File: src/switch_pkg.sv
package switch_pkg;

    parameter int NUM_PORTS    = 2;
    parameter int NUM_SLOTS    = 8;
    parameter int SLOT_ENTRIES = 16;                  // 32-bit entries, 32 payload words max

    parameter int SLOT_W  = $clog2(NUM_SLOTS);
    parameter int ENTRY_W = $clog2(SLOT_ENTRIES);
    parameter int PORT_W  = (NUM_PORTS > 1) ? $clog2(NUM_PORTS) : 1;

    typedef struct packed {
        logic [8:0] length;                           // payload words
        logic [2:0] prio;
        logic [3:0] dest;
    } hdr_t;

    // first word of a packet is a header, the rest are raw payload
    typedef union packed {
        hdr_t        hdr;
        logic [15:0] raw;
    } rx_word_u;

    typedef struct packed {
        logic               valid;
        logic [SLOT_W-1:0]  slot;
        logic [ENTRY_W-1:0] entry;
        logic [31:0]        data;
        logic               last;
        logic               two_words;                // high half holds a word
        hdr_t               hdr;
        logic [PORT_W-1:0]  src;
    } wr_req_t;

    typedef struct packed {
        logic [SLOT_W-1:0] slot;
        hdr_t              hdr;
        logic [PORT_W-1:0] src;
    } desc_t;

endpackage

File: src/packet_reader.sv
`timescale 1ns/1ps

module packet_reader #(
    parameter int NUM_SLOTS    = switch_pkg::NUM_SLOTS,
    parameter int SLOT_ENTRIES = switch_pkg::SLOT_ENTRIES
) (
    input  logic                           clk,
    input  logic                           rst_n,
    input  logic                           desc_empty,
    input  switch_pkg::desc_t              desc,
    output logic                           desc_pop,
    output logic [switch_pkg::SLOT_W-1:0]  rd_slot,
    output logic [switch_pkg::ENTRY_W-1:0] rd_entry,
    input  logic [31:0]                    rd_data,
    output logic                           slot_free,
    output logic [switch_pkg::SLOT_W-1:0]  slot_free_id,
    input  logic                           xfer_stop,
    output logic [15:0]                    data,
    output logic [3:0]                     dest_port,
    output logic [8:0]                     length,
    output logic [2:0]                     prio,
    output logic [switch_pkg::PORT_W-1:0]  src_port,
    output logic                           data_vld,
    output logic                           sop_out,
    output logic                           eop_out
);

    localparam logic [1:0] IDLE   = 2'd0;
    localparam logic [1:0] FETCH  = 2'd1;
    localparam logic [1:0] STREAM = 2'd2;

    logic [1:0]        state;
    switch_pkg::desc_t cur;
    logic [8:0]        widx;
    logic [8:0]        nxt_widx;
    logic              advance;
    logic              last;

    assign desc_pop = (state == IDLE) && !desc_empty;
    assign advance  = (state == STREAM) && !xfer_stop;    // freeze on stall
    assign last     = (widx == cur.hdr.length - 9'd1);
    assign nxt_widx = widx + 9'(advance);

    // address the entry needed on the next cycle
    assign rd_slot  = cur.slot;
    assign rd_entry = nxt_widx[switch_pkg::ENTRY_W:1];

    assign data         = widx[0] ? rd_data[31:16] : rd_data[15:0];
    assign data_vld     = advance;
    assign sop_out      = advance && (widx == 9'd0);
    assign eop_out      = advance && last;
    assign slot_free    = eop_out;
    assign slot_free_id = cur.slot;
    assign dest_port    = cur.hdr.dest;
    assign length       = cur.hdr.length;
    assign prio         = cur.hdr.prio;
    assign src_port     = cur.src;

    always_ff @(posedge clk or negedge rst_n)
    begin
        if (!rst_n)
        begin
            state <= IDLE;
            widx  <= '0;
        end
        else
        begin
            case (state)
                IDLE:
                begin
                    widx <= '0;
                    if (!desc_empty)
                        state <= FETCH;
                end
                FETCH:
                    state <= STREAM;
                STREAM:
                begin
                    widx <= nxt_widx;
                    if (advance && last)
                        state <= IDLE;
                end
                default:
                    state <= IDLE;
            endcase
        end
    end

    always_ff @(posedge clk)
    begin
        if (desc_pop)
            cur <= desc;
    end

    a_desc_fits: assert property (@(posedge clk) disable iff (!rst_n)
        (state == FETCH) |->
            (cur.hdr.length <= 9'(2 * SLOT_ENTRIES)) && (int'(cur.slot) < NUM_SLOTS));

endmodule

File: config.mk
export PLATFORM = sky130hd
export DESIGN_NAME = packet_reader
export DESIGN_NICKNAME = d
export VERILOG_FILES = /design/src/switch_pkg.sv /design/src/packet_reader.sv
export SDC_FILE = /design/constraint.sdc
export NUM_CORES = 1
export LEC_CHECK = 0
export ABC_AREA = 1
export BUFFER_PORTS_ARGS = -buffer_cell sky130_fd_sc_hd__buf_2
export CAP_MARGIN = 20
export CORE_MARGIN = 8
export CORE_UTILIZATION = 40
export DETAILED_ROUTE_END_ITERATION = 16
export PLACE_DENSITY_LB_ADDON = 0.08
export SYNTH_ARGS = -nofsm -noshare
export SYNTH_HDL_FRONTEND = slang
export SYNTH_SLANG_ARGS = --single-unit
File: constraint.sdc
create_clock -name clk -period 2.2 [get_ports clk]
set_input_delay 0.66 -clock clk [delete_from_list [all_inputs] [get_ports clk]]
set_output_delay 0.66 -clock clk [all_outputs]
set_load 0.02 [all_outputs]
# Yosys cells after proc, flatten, opt, wreduce, memory -nomap -nowiden
# Index checks and enable logic that the tools add are counted.
classes:
  n_eq_ne: 5
  n_reduce_logical: 10
  n_bitwise: 0
  div_mod_pow: 0
  n_shift: 0
  mux: 5
  multipliers: 0
  magnitude_cmp: 0
  add_sub_neg: 2
op_table:
  columns: ["operator", "count"]
  rows:
  - ["$pmux W9 S2", 1]
  - ["$mux W16", 1]
  - ["$add A9 B1 Y9", 1]
  - ["$eq A9 B9 Y1", 1]
  - ["$logic_not A9 Y1", 1]
  - ["$sub A9 B1 Y9 const B", 1]
  - ["$pmux W2 S3", 1]
  - ["$logic_and A1 B1 Y1", 4]
  - ["$mux W2", 2]
  - ["$ne A2 B2 Y1 const B", 2]
  - ["$eq A2 B1 Y1 const B", 1]
  - ["$eq A2 B2 Y1 const B", 1]
  - ["$logic_not A1 Y1", 2]
  - ["$logic_not A2 Y1", 1]
  - ["$reduce_and A2 Y1", 1]
  - ["$reduce_bool A2 Y1", 1]
word_totals:
  mem_count: 0
  ram_bits: 0
  latchBits: 0
  wordCells: 29
  register_bits: 31
  out_inout_bits: 48
  romBits: 0

# Logic depth before layout (Yosys ltp)
logic_depth:
  word_depth: 5
  depth_mapped: 12

# Worst setup path after synthesis
# OpenSTA, ideal clock, no wires.
synth_timing:
  path_kind: "register to output"
  startpoint: "reg state[0]"
  endpoint: "out desc_pop"
  stages_incl_launch_ff: 4
  t_arrival_ns: 1.820
  setup_slack_ns: -0.280
  n_path_buf: 0
  cell_sequence: "dfrtp_1 > nor2_1 > inv_1 > nor2_1"
synth_between:
  elab_chain_cells: 2
synth_rtl:
  columns: ["item", "line", "text"]
  rows:
  - ["from (decl)", "packet_reader.sv:32", "logic [1:0] state;"]
  - ["from (signal assigned)", "packet_reader.sv:63", "state <= IDLE;"]
  - ["from (signal assigned)", "packet_reader.sv:73", "state <= FETCH;"]
  - ["from (signal assigned)", "packet_reader.sv:76", "state <= STREAM;"]
  - ["$logic_not A2 Y1", "packet_reader.sv:39", "assign desc_pop = (state == IDLE) && !desc_empty;"]
  - ["$logic_and A1 B1 Y1", "packet_reader.sv:39", null]
  - ["to (decl)", "packet_reader.sv:11", "output logic desc_pop,"]
# Every way passes these cells.

# Final worst setup path
layout_timing:
  startpoint: "reg cur (netlist bit length[0])"
  endpoint: "out eop_out"
layout_between:
  elab_chain_cells: 3
layout_rtl:
  columns: ["item", "line", "text"]
  rows:
  - ["from (decl)", "packet_reader.sv:33", "switch_pkg::desc_t cur;"]
  - ["from (signal assigned)", "packet_reader.sv:92", "cur <= desc;"]
  - ["$sub A9 B1 Y9", "packet_reader.sv:41", "assign last = (widx == cur.hdr.length - 9'd1);"]
  - ["$eq A9 B9 Y1", "packet_reader.sv:41", null]
  - ["$logic_and A1 B1 Y1", "packet_reader.sv:51", "assign eop_out = advance && last;"]
  - ["to (decl)", "packet_reader.sv:25", "output logic eop_out"]
# Every way passes these cells.

==> results_tabular.tex <==
\begin{tabular}{lr}
\hline
Metric & Value \\
\hline
\multicolumn{2}{l}{\textbf{Run status}} \\
\quad Result of the run & finished with violations \\
\quad Violated checks & setup timing \\
\multicolumn{2}{l}{\textbf{Pwr}} \\
\quad Fraction of power consumed by sequential logic & 0.314 \\
\quad Total internal power & 1.513 mW \\
\quad Clk pwr share & 0.219 \\
\quad Final total power & 2.577 mW \\
\quad Static leakage & 1.445 nW \\
\quad PwrDens & 944.5 mW/mm\^{}2 \\
\quad Combinational cell fraction of total power & 0.467 \\
\quad Switching part of the total power & 0.4130 \\
\quad NetSw & 1.064 mW \\
\quad Peak supply drop & 0.0005286 V \\
\multicolumn{2}{l}{\textbf{Placed design}} \\
\quad Number of cells after detailed placement & 399 \\
\quad Final estimated routing congestion in global placement & 0.8097 \\
\quad Sum of net half-perimeters after detailed placement & 4234 um \\
\quad Port bufs & 103 \\
\quad Worst setup timing slack at the placement stage & -0.1723 ns \\
\multicolumn{2}{l}{\textbf{Cells and area}} \\
\quad Number of non-filler instances in the completed layout & 410 \\
\quad Ant diodes & 0 \\
\quad Fillers & 410 \\
\quad Layout cell share with drive strength beyond 1 & 0.4693 \\
\quad Final-stage net count & 416 \\
\quad Area taken by multi-input logic gates & 849.6 sq um \\
\quad Post-synthesis to final-layout area growth & 49.90\% \\
\quad Sequential cell area in the final layout & 877.1 sq um \\
\multicolumn{2}{l}{\textbf{Clock network}} \\
\quad Clock latency of the later-clocked register in the worst-skew pair & 0.29 ns \\
\quad Maximum clock path buffer count & 2 \\
\quad Root cell of the clock tree & clkbuf\_8 \\
\quad Hold buffer count at CTS & 0 \\
\quad CTS tree & done \\
\quad Post-CTS clock slew at the launch and capture registers of the worst setup and hold paths & 0.07 ns \\
\quad Max H-tree Level & 2 \\
\quad Number of buffers added by the clock tree synthesis step & 5 \\
\quad Clock Sink Count & 31 \\
\multicolumn{2}{l}{\textbf{Setup path}} \\
\quad Kind of start point of the critical path & flip-flop \\
\quad Number of cells on the worst reg-to-reg path & 13 \\
\quad CP required & 1.54 ns \\
\quad Crit end category & primary output \\
\quad Arr. time, crit path & 1.77 ns \\
\quad Class of the most critical setup path & flip-flop to primary output \\
\quad Worst-path fanout max & 2 \\
\multicolumn{2}{l}{\textbf{Yosys}} \\
\quad Most used DFF post-synth & edfxtp\_1 \\
\quad Async set-or-reset flop fraction in the synthesized netlist & 0.3548 \\
\quad Synth top cells by count & 98 x nand2\_1, 26 x inv\_1, 20 x edfxtp\_1 \\
\quad Yosys top cell by area & edfxtp\_1 \\
\quad Most common cell in the synthesized netlist & nand2\_1 \\
\quad Cell area after synthesis & 0.001820 sq mm \\
\quad Compound-Gate Fraction of Synth Area & 0.03162 \\
\quad Synthesized-area fraction occupied by xor and xnor cells & 0.01924 \\
\quad Unique masters post-synth & 29 \\
\quad Seq cells post-synth & 31 \\
\quad Mux share of post-synthesis cell area & 0 \\
\quad Avg Inst Size Synth & 7.747 sq um \\
\quad Synthesized net count & 294 \\
\quad Share of Yosys cell area claimed by the top area cell type & 0.3299 \\
\quad Yosys warns & 0 \\
\quad Fraction of the mapped netlist area in simple logic gates & 0.3546 \\
\quad Number of synthesized flops with an enable pin & 20 \\
\quad Main combinational cell family by area after synthesis & simple AND/OR/NAND/NOR gates \\
\quad Sequential fraction of the synthesis area & 0.4811 \\
\quad Adder-Cell Fraction of Synth Area & 0.02062 \\
\quad Biggest area contributors in the synthesized netlist & edfxtp\_1 33\%, nand2\_1 20\%, dfrtp\_1 15\% \\
\quad Syn Inst Count & 235 \\
\multicolumn{2}{l}{\textbf{Routing}} \\
\quad Overall via count from detail\_route & 1882 \\
\quad Via/cell ratio & 4.590 \\
\quad Total Routed Length & 5211 um \\
\quad TritonRoute pass-1 iters & 4 \\
\quad Average detailed-routed wire length per instance & 12.71 um \\
\quad Detailed Route Iter0 Violations & 61 \\
\quad Number of design rule violations left after detail routing & 0 \\
\quad Number of nets with antenna violations after routing & 0 \\
\multicolumn{2}{l}{\textbf{Global route}} \\
\quad Largest net degree at the start of global routing & 21 \\
\quad Congestion Overflow GR & 0 \\
\quad Via count of the first global-routing pass & 1909 \\
\quad Overall track demand over capacity in global routing & 0.1479 \\
\quad Initial antenna violation count & 0 \\
\quad Wire length of the first global-routing pass & 8611 um \\
\multicolumn{2}{l}{\textbf{Timing}} \\
\quad Final worst clock skew & 0.006644 ns \\
\quad Final-layout worst hold slack & 0.2335 ns \\
\quad Time the final worst path needs with I/O delays and setup & 2.425 ns \\
\quad Total of endpoints with negative setup slack in the final report & 5 \\
\quad Timing-limited maximum frequency & 412.3 MHz \\
\quad Slew @ Worst Pin & 0.3559 ns \\
\quad Slew HR & 0.7608 \\
\quad Setup repair after global routing missed its margin & true \\
\quad Worst setup slack after layout & -0.2252 ns \\
\quad Hold Violations, Final & 0 \\
\quad Slew Limit Fails & 0 \\
\quad Share of the cycle needed by the critical path after routing & 1.102 \\
\multicolumn{2}{l}{\textbf{Die}} \\
\quad Vert. Die Dim & 83.46 um \\
\quad Die Area & 0.006966 sq mm \\
\quad Rows & 24 \\
\quad Initial Utilization & 0.4152 \\
\quad Ports placed on the boundary & 104 \\
\quad Die Width & 83.46 um \\
\quad Area of the core region & 0.004384 sq mm \\
\multicolumn{2}{l}{\textbf{Min path}} \\
\quad Min-Delay Path Class & primary input to async pin \\
\multicolumn{2}{l}{\textbf{Flow run}} \\
\quad Max-cap violations & 0 \\
\hline
\end{tabular}
worst max-delay path: stages, from the launching register on:
cell      delay, ns
edfxtp_1       0.42
inv_2          0.11
ha_4           0.21
inv_2          0.04
nand2_1        0.04
nand2_1        0.07
nand3_2        0.08
nor2_2         0.08
nand2_1        0.06
nor2_2         0.08
nand3_2        0.11
inv_4          0.08
buf_6          0.11
area by class of cell:
| class | count | area share |
|---|---|---|
| clock buffer | 5 | 0.02522 |
| clock inverter | 3 | 0.01605 |
| inverter | 33 | 0.04723 |
| multi-input combinational | 164 | 0.3113 |
| sequential | 31 | 0.3214 |
| tap | 52 | 0.02384 |
| timing repair buffer | 122 | 0.2549 |
registers in the layout, summed over array words and instances, names as in the netlist:
name	count
dest_port	4
length	9
prio	3
rd_slot	3
src_port	1
state	2
widx	9
path summary, 6_finish.rpt:
path	startpoint	endpoint	slack (ns)
max	length[0]$_DFFE_PP_	eop_out	-0.23
min	rst_n	widx[2]$_DFFE_PN0P_	0.23
max reg2reg	state[0]$_DFFE_PN0P_	widx[8]$_DFFE_PN0P_	0.24
min reg2reg	widx[8]$_DFFE_PN0P_	widx[8]$_DFFE_PN0P_	0.58
max in group asynchronous	rst_n	widx[0]$_DFFE_PN0P_	1.73
min in group clk	desc[10]	length[2]$_DFFE_PP_	0.54
power by group through the flow:
stage / clock (mW) / combinational [mW] / sequential [mW]
floorplan: 0 / 0.662 / 0.902
global placement: 0 / 1.15 / 0.819
detailed placement: 0 / 1.16 / 0.821
CTS: 0.573 / 1.20 / 0.809
global route: 0.599 / 1.34 / 0.822
finish: 0.565 / 1.20 / 0.810
what timing repair did:
action,in CTS,in global routing
pin swaps,9,0
endpoints found under the setup margin,22,23
setup buffers,3,0
gates resized for setup,15,10
cell usage in the layout, fill, tap and decap left out, drive strengths merged, types with 2 or more instances in the layout:
| master | n |
|---|---|
| nand2 | 100 |
| edfxtp | 20 |
| a21oi | 2 |
| ha | 3 |
| nand4 | 3 |
| dfrtp | 11 |
| xnor2 | 3 |
| nand3 | 13 |
| o21ai | 7 |
| clkbuf | 5 |
| nor2 | 23 |
| inv | 32 |
| o22ai | 2 |
| clkinv | 3 |
| nor4 | 3 |
| buf | 122 |
| nor3 | 3 |
metal layers:
layer	track usage	wire length (um)	vias to the layer above
met1	0.1534	2091	826
met3	0.06641	465	8
met2	0.2588	2581	69
met4	0.04867	72	0
met5	0	0	-
li1	-	-	979
stage by stage:
| stage | util | cell area (sq um) | TNS, ns |
|---|---|---|---|
| 2_1_floorplan | - | 1863 | -0.06246 |
| 3_3_place_gp | 0.5742 | 2517 | -0.4791 |
| 3_5_place_dp | 0.5742 | 2517 | -0.5820 |
| 4_1_cts | 0.6150 | 2696 | -0.8137 |
| 5_1_grt | 0.6224 | 2729 | -1.377 |
| 6_report | 0.6224 | 2729 | -0.8059 |
logic make-up after synthesis:
kind of cell | count (synthesis)
buffers and inverters | 40
flip-flops | 31
adder cells (fa/ha/maj) | 3
XOR/XNOR | 4
AND/OR/NAND/NOR | 146
AO/OA/AOI/OAI | 11
Power figures use the tool's default switching activity.
