--- src/switch_pkg.sv ---
package switch_pkg;

    parameter int NUM_PORTS    = 2;
    parameter int NUM_SLOTS    = 8;
    parameter int SLOT_ENTRIES = 16;                  // 32-bit entries, 32 payload words max

    parameter int SLOT_W  = $clog2(NUM_SLOTS);
    parameter int ENTRY_W = $clog2(SLOT_ENTRIES);
    parameter int PORT_W  = (NUM_PORTS > 1) ? $clog2(NUM_PORTS) : 1;

    typedef struct packed {
        logic [8:0] length;                           // payload words
        logic [2:0] prio;
        logic [3:0] dest;
    } hdr_t;

    // first word of a packet is a header, the rest are raw payload
    typedef union packed {
        hdr_t        hdr;
        logic [15:0] raw;
    } rx_word_u;

    typedef struct packed {
        logic               valid;
        logic [SLOT_W-1:0]  slot;
        logic [ENTRY_W-1:0] entry;
        logic [31:0]        data;
        logic               last;
        logic               two_words;                // high half holds a word
        hdr_t               hdr;
        logic [PORT_W-1:0]  src;
    } wr_req_t;

    typedef struct packed {
        logic [SLOT_W-1:0] slot;
        hdr_t              hdr;
        logic [PORT_W-1:0] src;
    } desc_t;

endpackage

--- src/port_rx.sv ---
`timescale 1ns/1ps

module port_rx #(
    parameter int PORT_ID = 0
) (
    input  logic                          clk,
    input  logic                          rst_n,
    input  logic                          wr_sop,
    input  logic                          wr_eop,
    input  logic                          wr_vld,
    input  logic [15:0]                   wr_data,
    output logic                          slot_req,
    input  logic                          slot_ok,
    input  logic [switch_pkg::SLOT_W-1:0] slot_id,
    output logic                          req,
    output switch_pkg::wr_req_t           wr,
    input  logic                          gnt,
    output logic [7:0]                    drop_cnt
);

    localparam logic [switch_pkg::PORT_W-1:0] SRC = switch_pkg::PORT_W'(PORT_ID);

    switch_pkg::rx_word_u          word;
    switch_pkg::hdr_t              cur_hdr;
    switch_pkg::wr_req_t           pair_q;
    switch_pkg::wr_req_t           push_req;
    switch_pkg::wr_req_t           fifo [4];
    logic [switch_pkg::SLOT_W-1:0] cur_slot;
    logic [switch_pkg::PORT_W-1:0] wait_cnt;
    logic [15:0]                   lo_q;
    logic [8:0]                    cnt;
    logic [1:0]                    wr_ptr;
    logic [1:0]                    rd_ptr;
    logic [2:0]                    fifo_cnt;
    logic                          expect_hdr;
    logic                          in_pkt;
    logic                          waiting;
    logic                          drop_q;
    logic                          hdr_now;
    logic                          pay_now;
    logic                          last_word;
    logic                          deny_now;
    logic                          push;

    assign word      = wr_data;
    assign hdr_now   = wr_vld && (expect_hdr || wr_sop);
    assign pay_now   = wr_vld && in_pkt && !hdr_now;
    assign last_word = (cnt == cur_hdr.length - 9'd1);
    assign slot_req  = hdr_now && (word.hdr.length != 9'd0);

    // lower ports are served first, so port n hears back within n+1 cycles
    assign deny_now = waiting && !slot_ok && (wait_cnt == SRC);
    assign push     = pair_q.valid && !drop_q && !deny_now;

    always_comb
    begin
        push_req      = pair_q;
        push_req.slot = (waiting && slot_ok) ? slot_id : cur_slot;
    end

    always_ff @(posedge clk or negedge rst_n)
    begin
        if (!rst_n)
        begin
            expect_hdr <= 1'b0;
            in_pkt     <= 1'b0;
            cnt        <= '0;
            waiting    <= 1'b0;
            wait_cnt   <= '0;
            drop_q     <= 1'b0;
            drop_cnt   <= '0;
            pair_q     <= '0;
        end
        else
        begin
            pair_q.valid <= 1'b0;
            if (waiting)
            begin
                wait_cnt <= wait_cnt + 1'b1;
                if (slot_ok)
                    waiting <= 1'b0;
                else if (deny_now)
                begin
                    waiting  <= 1'b0;
                    drop_q   <= 1'b1;
                    drop_cnt <= drop_cnt + 8'd1;
                end
            end
            if (hdr_now)
            begin
                expect_hdr <= 1'b0;
                in_pkt     <= slot_req;
                cnt        <= '0;
                drop_q     <= 1'b0;
                waiting    <= slot_req;
                wait_cnt   <= '0;
            end
            else
            begin
                if (wr_sop)
                    expect_hdr <= 1'b1;
                if (pay_now)
                    cnt <= cnt + 9'd1;
                if (wr_eop || (pay_now && last_word))
                    in_pkt <= 1'b0;
            end
            if (pay_now && (cnt[0] || last_word))
            begin
                pair_q.valid     <= 1'b1;
                pair_q.entry     <= cnt[switch_pkg::ENTRY_W:1];
                pair_q.data      <= cnt[0] ? {word.raw, lo_q} : {16'h0000, word.raw};
                pair_q.two_words <= cnt[0];                // odd tail is padded
                pair_q.last      <= last_word;
                pair_q.hdr       <= cur_hdr;
                pair_q.src       <= SRC;
            end
        end
    end

    always_ff @(posedge clk)
    begin
        if (hdr_now)
            cur_hdr <= word.hdr;
        if (waiting && slot_ok)
            cur_slot <= slot_id;
        if (pay_now && !cnt[0])
            lo_q <= word.raw;
        if (push)
            fifo[wr_ptr] <= push_req;
    end

    // staging fifo, drained by arbiter grants
    always_ff @(posedge clk or negedge rst_n)
    begin
        if (!rst_n)
        begin
            wr_ptr   <= '0;
            rd_ptr   <= '0;
            fifo_cnt <= '0;
        end
        else
        begin
            if (push)
                wr_ptr <= wr_ptr + 2'd1;
            if (gnt)
                rd_ptr <= rd_ptr + 2'd1;
            fifo_cnt <= fifo_cnt + 3'(push) - 3'(gnt);
        end
    end

    assign req = (fifo_cnt != 3'd0);

    always_comb
    begin
        wr       = fifo[rd_ptr];
        wr.valid = req;
    end

    a_gnt_needs_req: assert property (@(posedge clk) disable iff (!rst_n) gnt |-> req);

    // the slot answer must be back before the first entry is staged
    a_slot_in_time: assert property (@(posedge clk) disable iff (!rst_n)
        pair_q.valid |-> (!waiting || slot_ok || deny_now));

endmodule

--- config.mk ---
export PLATFORM = sky130hd
export DESIGN_NAME = port_rx
export DESIGN_NICKNAME = d
export VERILOG_FILES = /design/src/switch_pkg.sv /design/src/port_rx.sv
export SDC_FILE = /design/constraint.sdc
export NUM_CORES = 1
export LEC_CHECK = 0
export BUFFER_PORTS_ARGS = -buffer_cell sky130_fd_sc_hd__buf_4
export CAP_MARGIN = 5
export CELL_PAD_IN_SITES_DETAIL_PLACEMENT = 1
export CELL_PAD_IN_SITES_GLOBAL_PLACEMENT = 1
export CORE_MARGIN = 2
export CORE_UTILIZATION = 40
export DETAILED_ROUTE_END_ITERATION = 6
export PLACE_DENSITY = 0.73
export SYNTH_ARGS = -nofsm -noshare
export SYNTH_HDL_FRONTEND = slang
export SYNTH_SLANG_ARGS = --single-unit
--- constraint.sdc ---
create_clock -name clk -period 3.8 [get_ports clk]
set_input_delay 0.19 -clock clk [delete_from_list [all_inputs] [get_ports clk]]
set_output_delay 0.19 -clock clk [all_outputs]
set_load 0.01 [all_outputs]
# Word-level counts from Yosys, hierarchy flattened
# Memories as Yosys holds them, arrays and structs flattened.
# Cells that the tools add are included.
# word_totals
n_memories,1
out_inout_bits,69
regBits,119
ram_bits,232
word_cells,86
inputBits,26
# mem_list
name,depth,word_bits,read_ports,rd_clocked_by_memory_dff,write_ports,line,source
fifo,4,58,1,0,1,port_rx.sv:27,switch_pkg::wr_req_t fifo [4];
# classes
n_addsub,8
mux,21
bitwise_logic,2
n_reduce_logical,29
eq_ne,2
# ops
cell,count
32-bit two-way mux,1
9-bit two-way mux,2
1-bit two-way mux,17
1-bit logical AND,12
2-bit nonzero test,5
9-bit by 1-bit adder with 9-bit output (second input constant),1
9-bit equality test,1
9-bit nonzero test,1
9-bit by 1-bit subtractor with 9-bit output (second input constant),1
8-bit by 1-bit adder with 8-bit output (second input constant),1
3-bit AND reduction,2
1-bit zero test,5
2-bit by 1-bit adder with 2-bit output (second input constant),2
3-bit by 1-bit adder with 3-bit output,1
1-bit logical OR,3
3-bit two-way mux,1
3-bit nonzero test,1
3-bit by 1-bit subtractor with 3-bit output,1
2-bit by 1-bit inequality test with 1-bit output (second input constant),1
1-bit NOT,2
1-bit adder (second input constant),1

# Logic depth before layout (Yosys ltp)
# Gate-level depths: netlist (run 1).
# logic_depth
word_depth,8
ltp_mapped,11
depth_no_buf,11

# Worst setup path before layout (run 1)
# No wires, ideal clock.
# synth_timing
path_kind,reg2reg
start,register cur_hdr[7] in the netlist's numbering
end,register pair_q[10] in the netlist's numbering
period_less_slack_ns,2.685
stages_incl_launch_ff,11
setup_slack_ns,1.115
t_required_ns,3.675
path_buffers,2
arrival_time_ns,2.560
setup_ns,0.125
cell_sequence,edfxtp_1 -> buf_6 -> inv_1 -> ha_1 -> or3b_2 -> nor3_1 -> nor3b_1 -> a21o_1 -> a21oi_2 -> buf_6 -> mux2_4
# synth_between
elab_chain_cells,4
# synth_rtl
element,line,source
from (decl),port_rx.sv:24,switch_pkg::hdr_t cur_hdr;
from (signal assigned),port_rx.sv:123,cur_hdr <= word.hdr;
9-bit by 1-bit subtractor with 9-bit output,port_rx.sv:48,assign last_word = (cnt == cur_hdr.length - 9'd1);
9-bit equality test,port_rx.sv:48,
1-bit logical OR,port_rx.sv:107,if (pay_now && (cnt[0] || last_word))
1-bit logical AND,port_rx.sv:107,
to (decl),port_rx.sv:25,switch_pkg::wr_req_t pair_q;
# Every way passes these cells.
# A chain may end at the register's enable or synchronous reset.

# Worst setup path in the final report (run 1)
# layout_timing
start,register cur_hdr[7] in the netlist's numbering
end,register pair_q[40] in the netlist's numbering
# Same word-level chain as after synthesis.

==> results of run 1 <==
==> placed cells by master, fill, tap and decap left out, types with 18 or more instances in the layout <==
cell	n
dlygate4sd3_1	24
nand2_1	42
dfrtp_1	82
xnor2_1	18
mux4_2	57
buf_4	103
edfxtp_1	260
mux2_2	27
mux2_4	29
clkbuf_16	37
o21ai_0	19
==> logic make-up (layout without fill, tap and decap cells) <==
| group | Yosys count | in the layout | share of synthesized area |
|---|---|---|---|
| buf+inv | 40 | 208 | 0.0142 |
| other cells | 1 | 1 | 0.000281 |
| fa+ha+maj | 10 | 10 | 0.00993 |
| compound gates | 46 | 46 | 0.0219 |
| flops | 347 | 347 | 0.747 |
| simple gates | 101 | 101 | 0.0382 |
| mux | 113 | 113 | 0.152 |
| xor+xnor | 26 | 26 | 0.0171 |
==> final cells by class <==
cell class / instances / area (um^2) / area share
sequential: 347 / 9970 / 0.624
multi-input combinational: 297 / 3200 / 0.200
timing repair buffer: 129 / 1050 / 0.0659
clock buffer: 46 / 990 / 0.0619
tap: 442 / 553 / 0.0346
clock inverter: 20 / 154 / 0.00963
inverter: 13 / 48.8 / 0.00305
==> metrics by stage <==
step	util	instance area, um^2	setup slack (ns)	std cells	total power, mW
finish	0.489	16000	0.742	1294	10.4
global route	0.489	16000	0.443	1294	10.9
CTS	0.489	16000	0.724	1294	10.6
detailed placement	0.446	14600	0.727	1204	7.13
global placement	0.446	14600	0.829	1204	7.05
floorplan	-	13400	1.12	684	6.10
==> Yosys cell counts (9+ instances only) <==
cell and count:
ha_1 9, o21ai_0 19, mux4_2 57, inv_1 13, xnor2_1 18, edfxtp_1 260
mux2_2 27, dfrtp_1 84, mux2_4 29, nor2_1 13, clkbuf_1 15, nand2_1 42
==> worst max path at each step <==
stage	startpoint	end	slack, ns	depth (start not counted)
floorplan	cur_hdr[7]	pair_q[10]	1.12	10
detailed placement	cur_hdr[7]	pair_q[40]	0.73	8
CTS	cur_hdr[7]	pair_q[40]	0.72	8
global placement	cur_hdr[7]	pair_q[41]	0.83	6
finish	cur_hdr[7]	pair_q[40]	0.74	8
global route	cur_hdr[7]	pair_q[37]	0.44	8
==> power by group through the flow <==
stage | registers (mW) | logic [mW] | clock network [mW]
floorplan | 4.73 | 1.37 | 0
global placement | 4.91 | 2.15 | 0
detailed placement | 4.94 | 2.19 | 0
CTS | 4.87 | 2.22 | 3.47
global route | 4.91 | 2.32 | 3.62
finish | 4.85 | 2.15 | 3.39
==> metal layers <==
layer  GRT usage  share of wire  wire [um]
met1       0.217           0.44      12200
met2       0.279           0.51      14200
met3      0.0286          0.038       1070
met4      0.0363          0.016        437
met5           0              0          0
==> sequential cells by signal (all words and copies together), names as in the netlist <==
name,cells
fifo,228
pair_q,55
cur_hdr,16
lo_q,16
cnt,9
drop_cnt,8
cur_slot,3
fifo_cnt,3
rd_ptr,2
wr_ptr,2
drop_q,1
expect_hdr,1
in_pkt,1
wait_cnt,1
waiting,1
==> what timing repair did <==
action	CTS	global route
setup endpoints to repair	0	0
hold endpoints to repair	107	0
hold buffers	24	0
==> worst reg2reg max path, stage by stage, from the launching register on <==
cell	delay (ns)
edfxtp_1	0.49
inv_1	0.12
ha_1	0.32
nor3b_1	0.22
a41oi_1	0.12
or3_1	0.40
a311oi_2	0.38
and2_1	0.65
o21ai_0	0.22
==> flow_metrics.py, run 1 <==
metrics = {
    "power": {
        "switchingPower_mw": 2.71,
        "power.density_nw_per_um2": 650,
        "ir_worst_vdd_uv": 318,
        "p_leak_nw": 5.94,
        "seq_power_share": 0.467,
        "p_sw_frac": 0.261,
        "pwr-share-clk": 0.326,
        "p_comb_frac": 0.207,
        "p_int_mw": 7.68,
    },
    "drt": {
        "drc": 0,
        "antenna_left": 0,
        "drt_iter0_drc": 405,
        "first_pass_iters": 4,
        "wl_mm": 27.9,
        "num_vias": 6646,
        "avgRoutedWirePerCell_um": 21.6,
        "vias_per_cell": 5.14,
    },
    "placement": {
        "port_buffers": 93,
        "gp_congestion": 0.768,
        "dp_hpwl_mm": 16.9,
    },
    "setup_path": {
        "cp.required_ns": 4.15,
        "path_cells": "inv_1, ha_1, nor3b_1, a41oi_1, or3_1, a311oi_2, and2_1, o21ai_0",
        "critical-path-top-delay-family": "simple AND/OR/NAND/NOR gates",
        "crit_arrival_ns": 3.41,
        "timing.reg2reg.worst_path_depth": 8,
        "slowest_stage": "and2_1",
        "crit_path_max_incr_delay_ns": 0.65,
        "rr_startpoint": "cur_hdr[7]",
        "critPathBufInv": 1,
        "reg2reg_slack_ns": 0.74,
        "critPathLaunchType": "flop",
        "worstReg2RegEnd": "pair_q[40]",
        "endpoint_kind": "flop",
        "path_class": "reg2reg",
        "critPathMaxFanout": 19,
    },
    "cts": {
        "clk_pin_slew_ns": 0.06,
        "post-cts-setup-buffers": 0,
        "clk_latency_ns": 0.51,
        "cts_buffers": 36,
        "cts_tree": "built",
        "cts_resized": 0,
        "cts_htree_levels": 2,
        "cts_root_buf": "clkbuf_16",
        "clock_path_buffers": 3,
        "clock_sinks": 347,
    },
    "flow_run": {
        "drv_cap": 0,
    },
    "logic_synthesis": {
        "synth_area_leaders": "edfxtp_1 (58%), dfrtp_1 (16%), mux4_2 (9.6%), mux2_4 (3.3%), mux2_2 (2.3%)",
        "synth_seq_cells": 347,
        "synth_cells": 684,
        "synth_top_area_share": 0.585,
        "avgSynthCellArea_um2": 19.5,
        "yosysUniqueCellTypes": 50,
        "async_flop_share": 0.242,
        "synth-main-ff-cell": "edfxtp_1",
        "synth-seq-area-share": 0.747,
        "synth_top_area_cell": "edfxtp_1",
        "ys.warnings.count": 0,
        "syn_area_um2": 13400,
        "syn_nets": 720,
        "synth_edf_count": 260,
    },
    "timing": {
        "finalHoldViolCount": 0,
        "post-route-min-period_ns": 3.06,
        "hold-worst-slack_ns": 0.0296,
        "skew_ns": 0.0208,
        "period_share": 0.805,
        "slew_headroom": 0.348,
        "worstMarginPinSlew_ns": 0.977,
        "rsz0062_at_grt": "false",
        "maxSlewViolCount": 0,
        "finalSetupTns_ns": 0,
        "fmax_mhz": 327,
        "finalSetupViolations": 0,
    },
    "global_routing": {
        "grt_pass1_vias": 7345,
        "gr-usage-all-layers": 0.162,
        "overflow": 0,
        "grt_max_degree": 59,
        "grt_antenna_before_repair": 0,
        "grt_pass1_wl_mm": 43.6,
    },
    "run_status": {
        "outcome": "finished, final reports clean",
    },
    "worst_hold_path": {
        "worstHoldPathCells": 3,
        "min_to": "waiting",
        "hold_class": "in2reg",
        "hold_start": "slot_ok",
    },
    "floorplan": {
        "core-area_um2": 32700,
        "placementRows": 66,
        "die_area_um2": 34900,
        "die_x_um": 187,
        "die_h_um": 187,
        "start_util": 0.408,
        "num_io_pins": 95,
    },
    "layout": {
        "syn_to_final_growth_pct": 19.7,
        "nNetsFinal": 860,
        "n_antenna_cell": 0,
        "fillers": 3081,
        "drive_gt1_frac": 0.335,
    },
}
Note: power is estimated with default switching activity, not from simulation.
==> inputs of run 2 (changes only) <==
ABC_AREA = 1   (was unset)
PLACE_DENSITY = 0.79   (was 0.73)
clock period = 2.7 ns   (was 3.8 ns; I/O delays follow)
==> flow_metrics.py, run 2 <==
metrics = {
    "logic_synthesis": {
        "synth-seq-area-share": 0.717,
        "ys.warnings.count": 0,
        "synth_seq_cells": 347,
        "avgSynthCellArea_um2": 12.6,
        "async_flop_share": 0.242,
        "synth_top_area_share": 0.561,
        "synth_area_leaders": "edfxtp_1 (56%), dfrtp_1 (15%), nand2_1 (5.2%), o21ai_0 (4.4%), nor2_1 (3.6%)",
        "synth_commonest_cells": "edfxtp_1 (260), nand2_1 (192), nor2_1 (134)",
        "syn_area_um2": 13900,
        "synth_top_area_cell": "edfxtp_1",
        "synth-main-ff-cell": "edfxtp_1",
        "synth_edf_count": 260,
        "synth_cells": 1103,
        "yosysUniqueCellTypes": 38,
        "syn_nets": 1139,
        "synth_most_common_cell": "edfxtp_1",
    },
    "drt": {
        "wl_mm": 35.8,
        "vias_per_cell": 5.35,
        "drc": 0,
        "drt_iter0_drc": 627,
        "num_vias": 9137,
        "first_pass_iters": 5,
        "avgRoutedWirePerCell_um": 21.0,
        "antenna_left": 0,
    },
    "cts": {
        "clk_pin_slew_ns": 0.06,
        "cts_tree": "built",
        "cts_buffers": 37,
        "clock_path_buffers": 3,
        "clk_latency_ns": 0.53,
        "cts_root_buf": "clkbuf_16",
        "clock_sinks": 347,
        "post-cts-setup-buffers": 0,
        "cts_htree_levels": 2,
    },
    "setup_path": {
        "crit_path_max_incr_delay_ns": 0.80,
        "cp.required_ns": 2.57,
        "crit_arrival_ns": 2.41,
        "path_cells": "buf_12, o21ai_0, o22ai_1, buf_4",
        "endpoint_kind": "output pin",
        "critPathLaunchType": "flop",
        "slowest_stage": "dfrtp_4",
        "path_class": "reg2out",
        "critPathMaxFanout": 72,
    },
    "layout": {
        "final_cells": 1708,
        "nNetsFinal": 1260,
        "mostFrequentLayoutCells": "edfxtp_1 (260), nand2_1 (192), nor2_1 (130)",
        "top_register": "fifo",
        "drive_gt1_frac": 0.202,
        "largest_register_ffs": 228,
        "top_regs": "fifo (228), pair_q (55)",
        "layout_commonest_cell": "edfxtp_1",
        "syn_to_final_growth_pct": 19.6,
    },
    "timing": {
        "period_share": 0.944,
        "slew_headroom": 0.448,
        "skew_ns": 0.0213,
        "finalHoldViolCount": 0,
        "rsz0062_at_grt": "false",
        "worstMarginPinSlew_ns": 0.828,
        "post-route-min-period_ns": 2.55,
        "maxSlewViolCount": 0,
        "hold-worst-slack_ns": 0.133,
        "finalSetupViolations": 0,
        "fmax_mhz": 392,
    },
    "global_routing": {
        "grt_pass1_vias": 9818,
        "grt_max_degree": 73,
        "grt_pass1_wl_mm": 55.9,
        "gr-usage-all-layers": 0.200,
        "grt_antenna_before_repair": 2,
        "overflow": 0,
    },
    "floorplan": {
        "core-area_um2": 34400,
        "placementRows": 68,
        "die_h_um": 190,
        "start_util": 0.405,
        "die_area_um2": 36300,
        "num_io_pins": 95,
        "die_x_um": 190,
    },
    "power": {
        "ir_worst_vdd_uv": 439,
        "p_leak_nw": 6.49,
        "power.density_nw_per_um2": 978,
    },
    "placement": {
        "port_buffers": 93,
        "dp_hpwl_mm": 21.1,
        "dp.cells": 1615,
        "gp_congestion": 0.842,
    },
    "worst_hold_path": {
        "hold_class": "in2reg",
    },
    "run_status": {
        "outcome": "finished, final reports clean",
    },
    "flow_run": {
        "drv_cap": 0,
    },
}
-- run 2: changes by cell type after synthesis, sizes merged, moves of 12 or more --
cell    delta
inv       +34
xnor2     -12
mux4      -57
clkbuf    +24
mux2      -52
o21ai     +98
nor2     +128
o22ai     +58
nand3     +68
nand2    +157
-- run 2: metal layers --
layer	up-vias	GRT usage	share of wire
met2	250	0.357	0.52
met4	0	0.0733	0.031
met1	4693	0.244	0.40
met3	75	0.0315	0.045
met5	-	0	0
li1	4119	-	-
-- run 2: path summary, 6_finish.rpt --
| check | start | end | slack, ns | depth (start not counted) |
|---|---|---|---|---|
| hold / removal | wr_sop | cnt[1] | 0.13 | 6 |
| setup / recovery | rd_ptr[0] | wr[13] | 0.15 | 4 |
| hold reg to reg | cur_hdr[1] | pair_q[2] | 0.45 | 2 |
| max in group asynchronous | rst_n | pair_q[5] | 1.79 | 3 |
| setup reg to reg | cur_hdr[7] | pair_q[8] | 0.48 | 13 |
| min in group asynchronous | rst_n | pair_q[27] | 0.25 | 2 |
-- run 2: worst max-delay path, delay by kind of cell (launching register included) --
kind	cells	cell delay (ns)
buffers and inverters	2	0.55
flip-flops	1	0.80
AO/OA/AOI/OAI	2	0.49
-- run 2: cell families after synthesis --
logic type	share of synthesized area
AND/OR/NAND/NOR	0.144
flip-flops	0.717
AO/OA/AOI/OAI	0.0755
buffers and inverters	0.0400
XOR/XNOR	0.0107
adder cells (fa/ha/maj)	0.00953
multiplexers	0.00324
other	0.000270
-- run 2: final cells by class --
type                       instances  area [um^2]
antenna                            1         2.50
sequential                       347         9970
timing repair buffer             141         1220
tap                              455          569
inverter                          47          176
clock inverter                    11         93.8
multi-input combinational        650         3410
fill                            3519        17700
clock buffer                      56         1180
-- run 2: report_power, final --
part / switching (mW) / internal [mW]
combinational: 2.45 / 1.72
sequential: 0.588 / 6.31
clock: 2.06 / 3.13
total: 5.11 / 11.2
-- run 2: what timing repair did --
| action | CTS | global route |
|---|---|---|
| setup endpoints to repair | 0 | 3 |
| hold buffers | 25 | 0 |
| hold endpoints to repair | 126 | 0 |
| gates resized for setup | 0 | 1 |
-- run 2: per-stage QoR --
stage               utilization  TNS, ns  total power, mW  setup WS, ns  instance area [um^2]
detailed placement        0.439        0             11.2         0.571                 15100
global placement          0.439        0             10.9         0.650                 15100
CTS                       0.484        0             16.4        0.0194                 16600
global route              0.484        0             17.0        0.0464                 16600
floorplan                     -   -48.51             9.04        -0.213                 13900
finish                    0.484        0             16.3         0.151                 16600
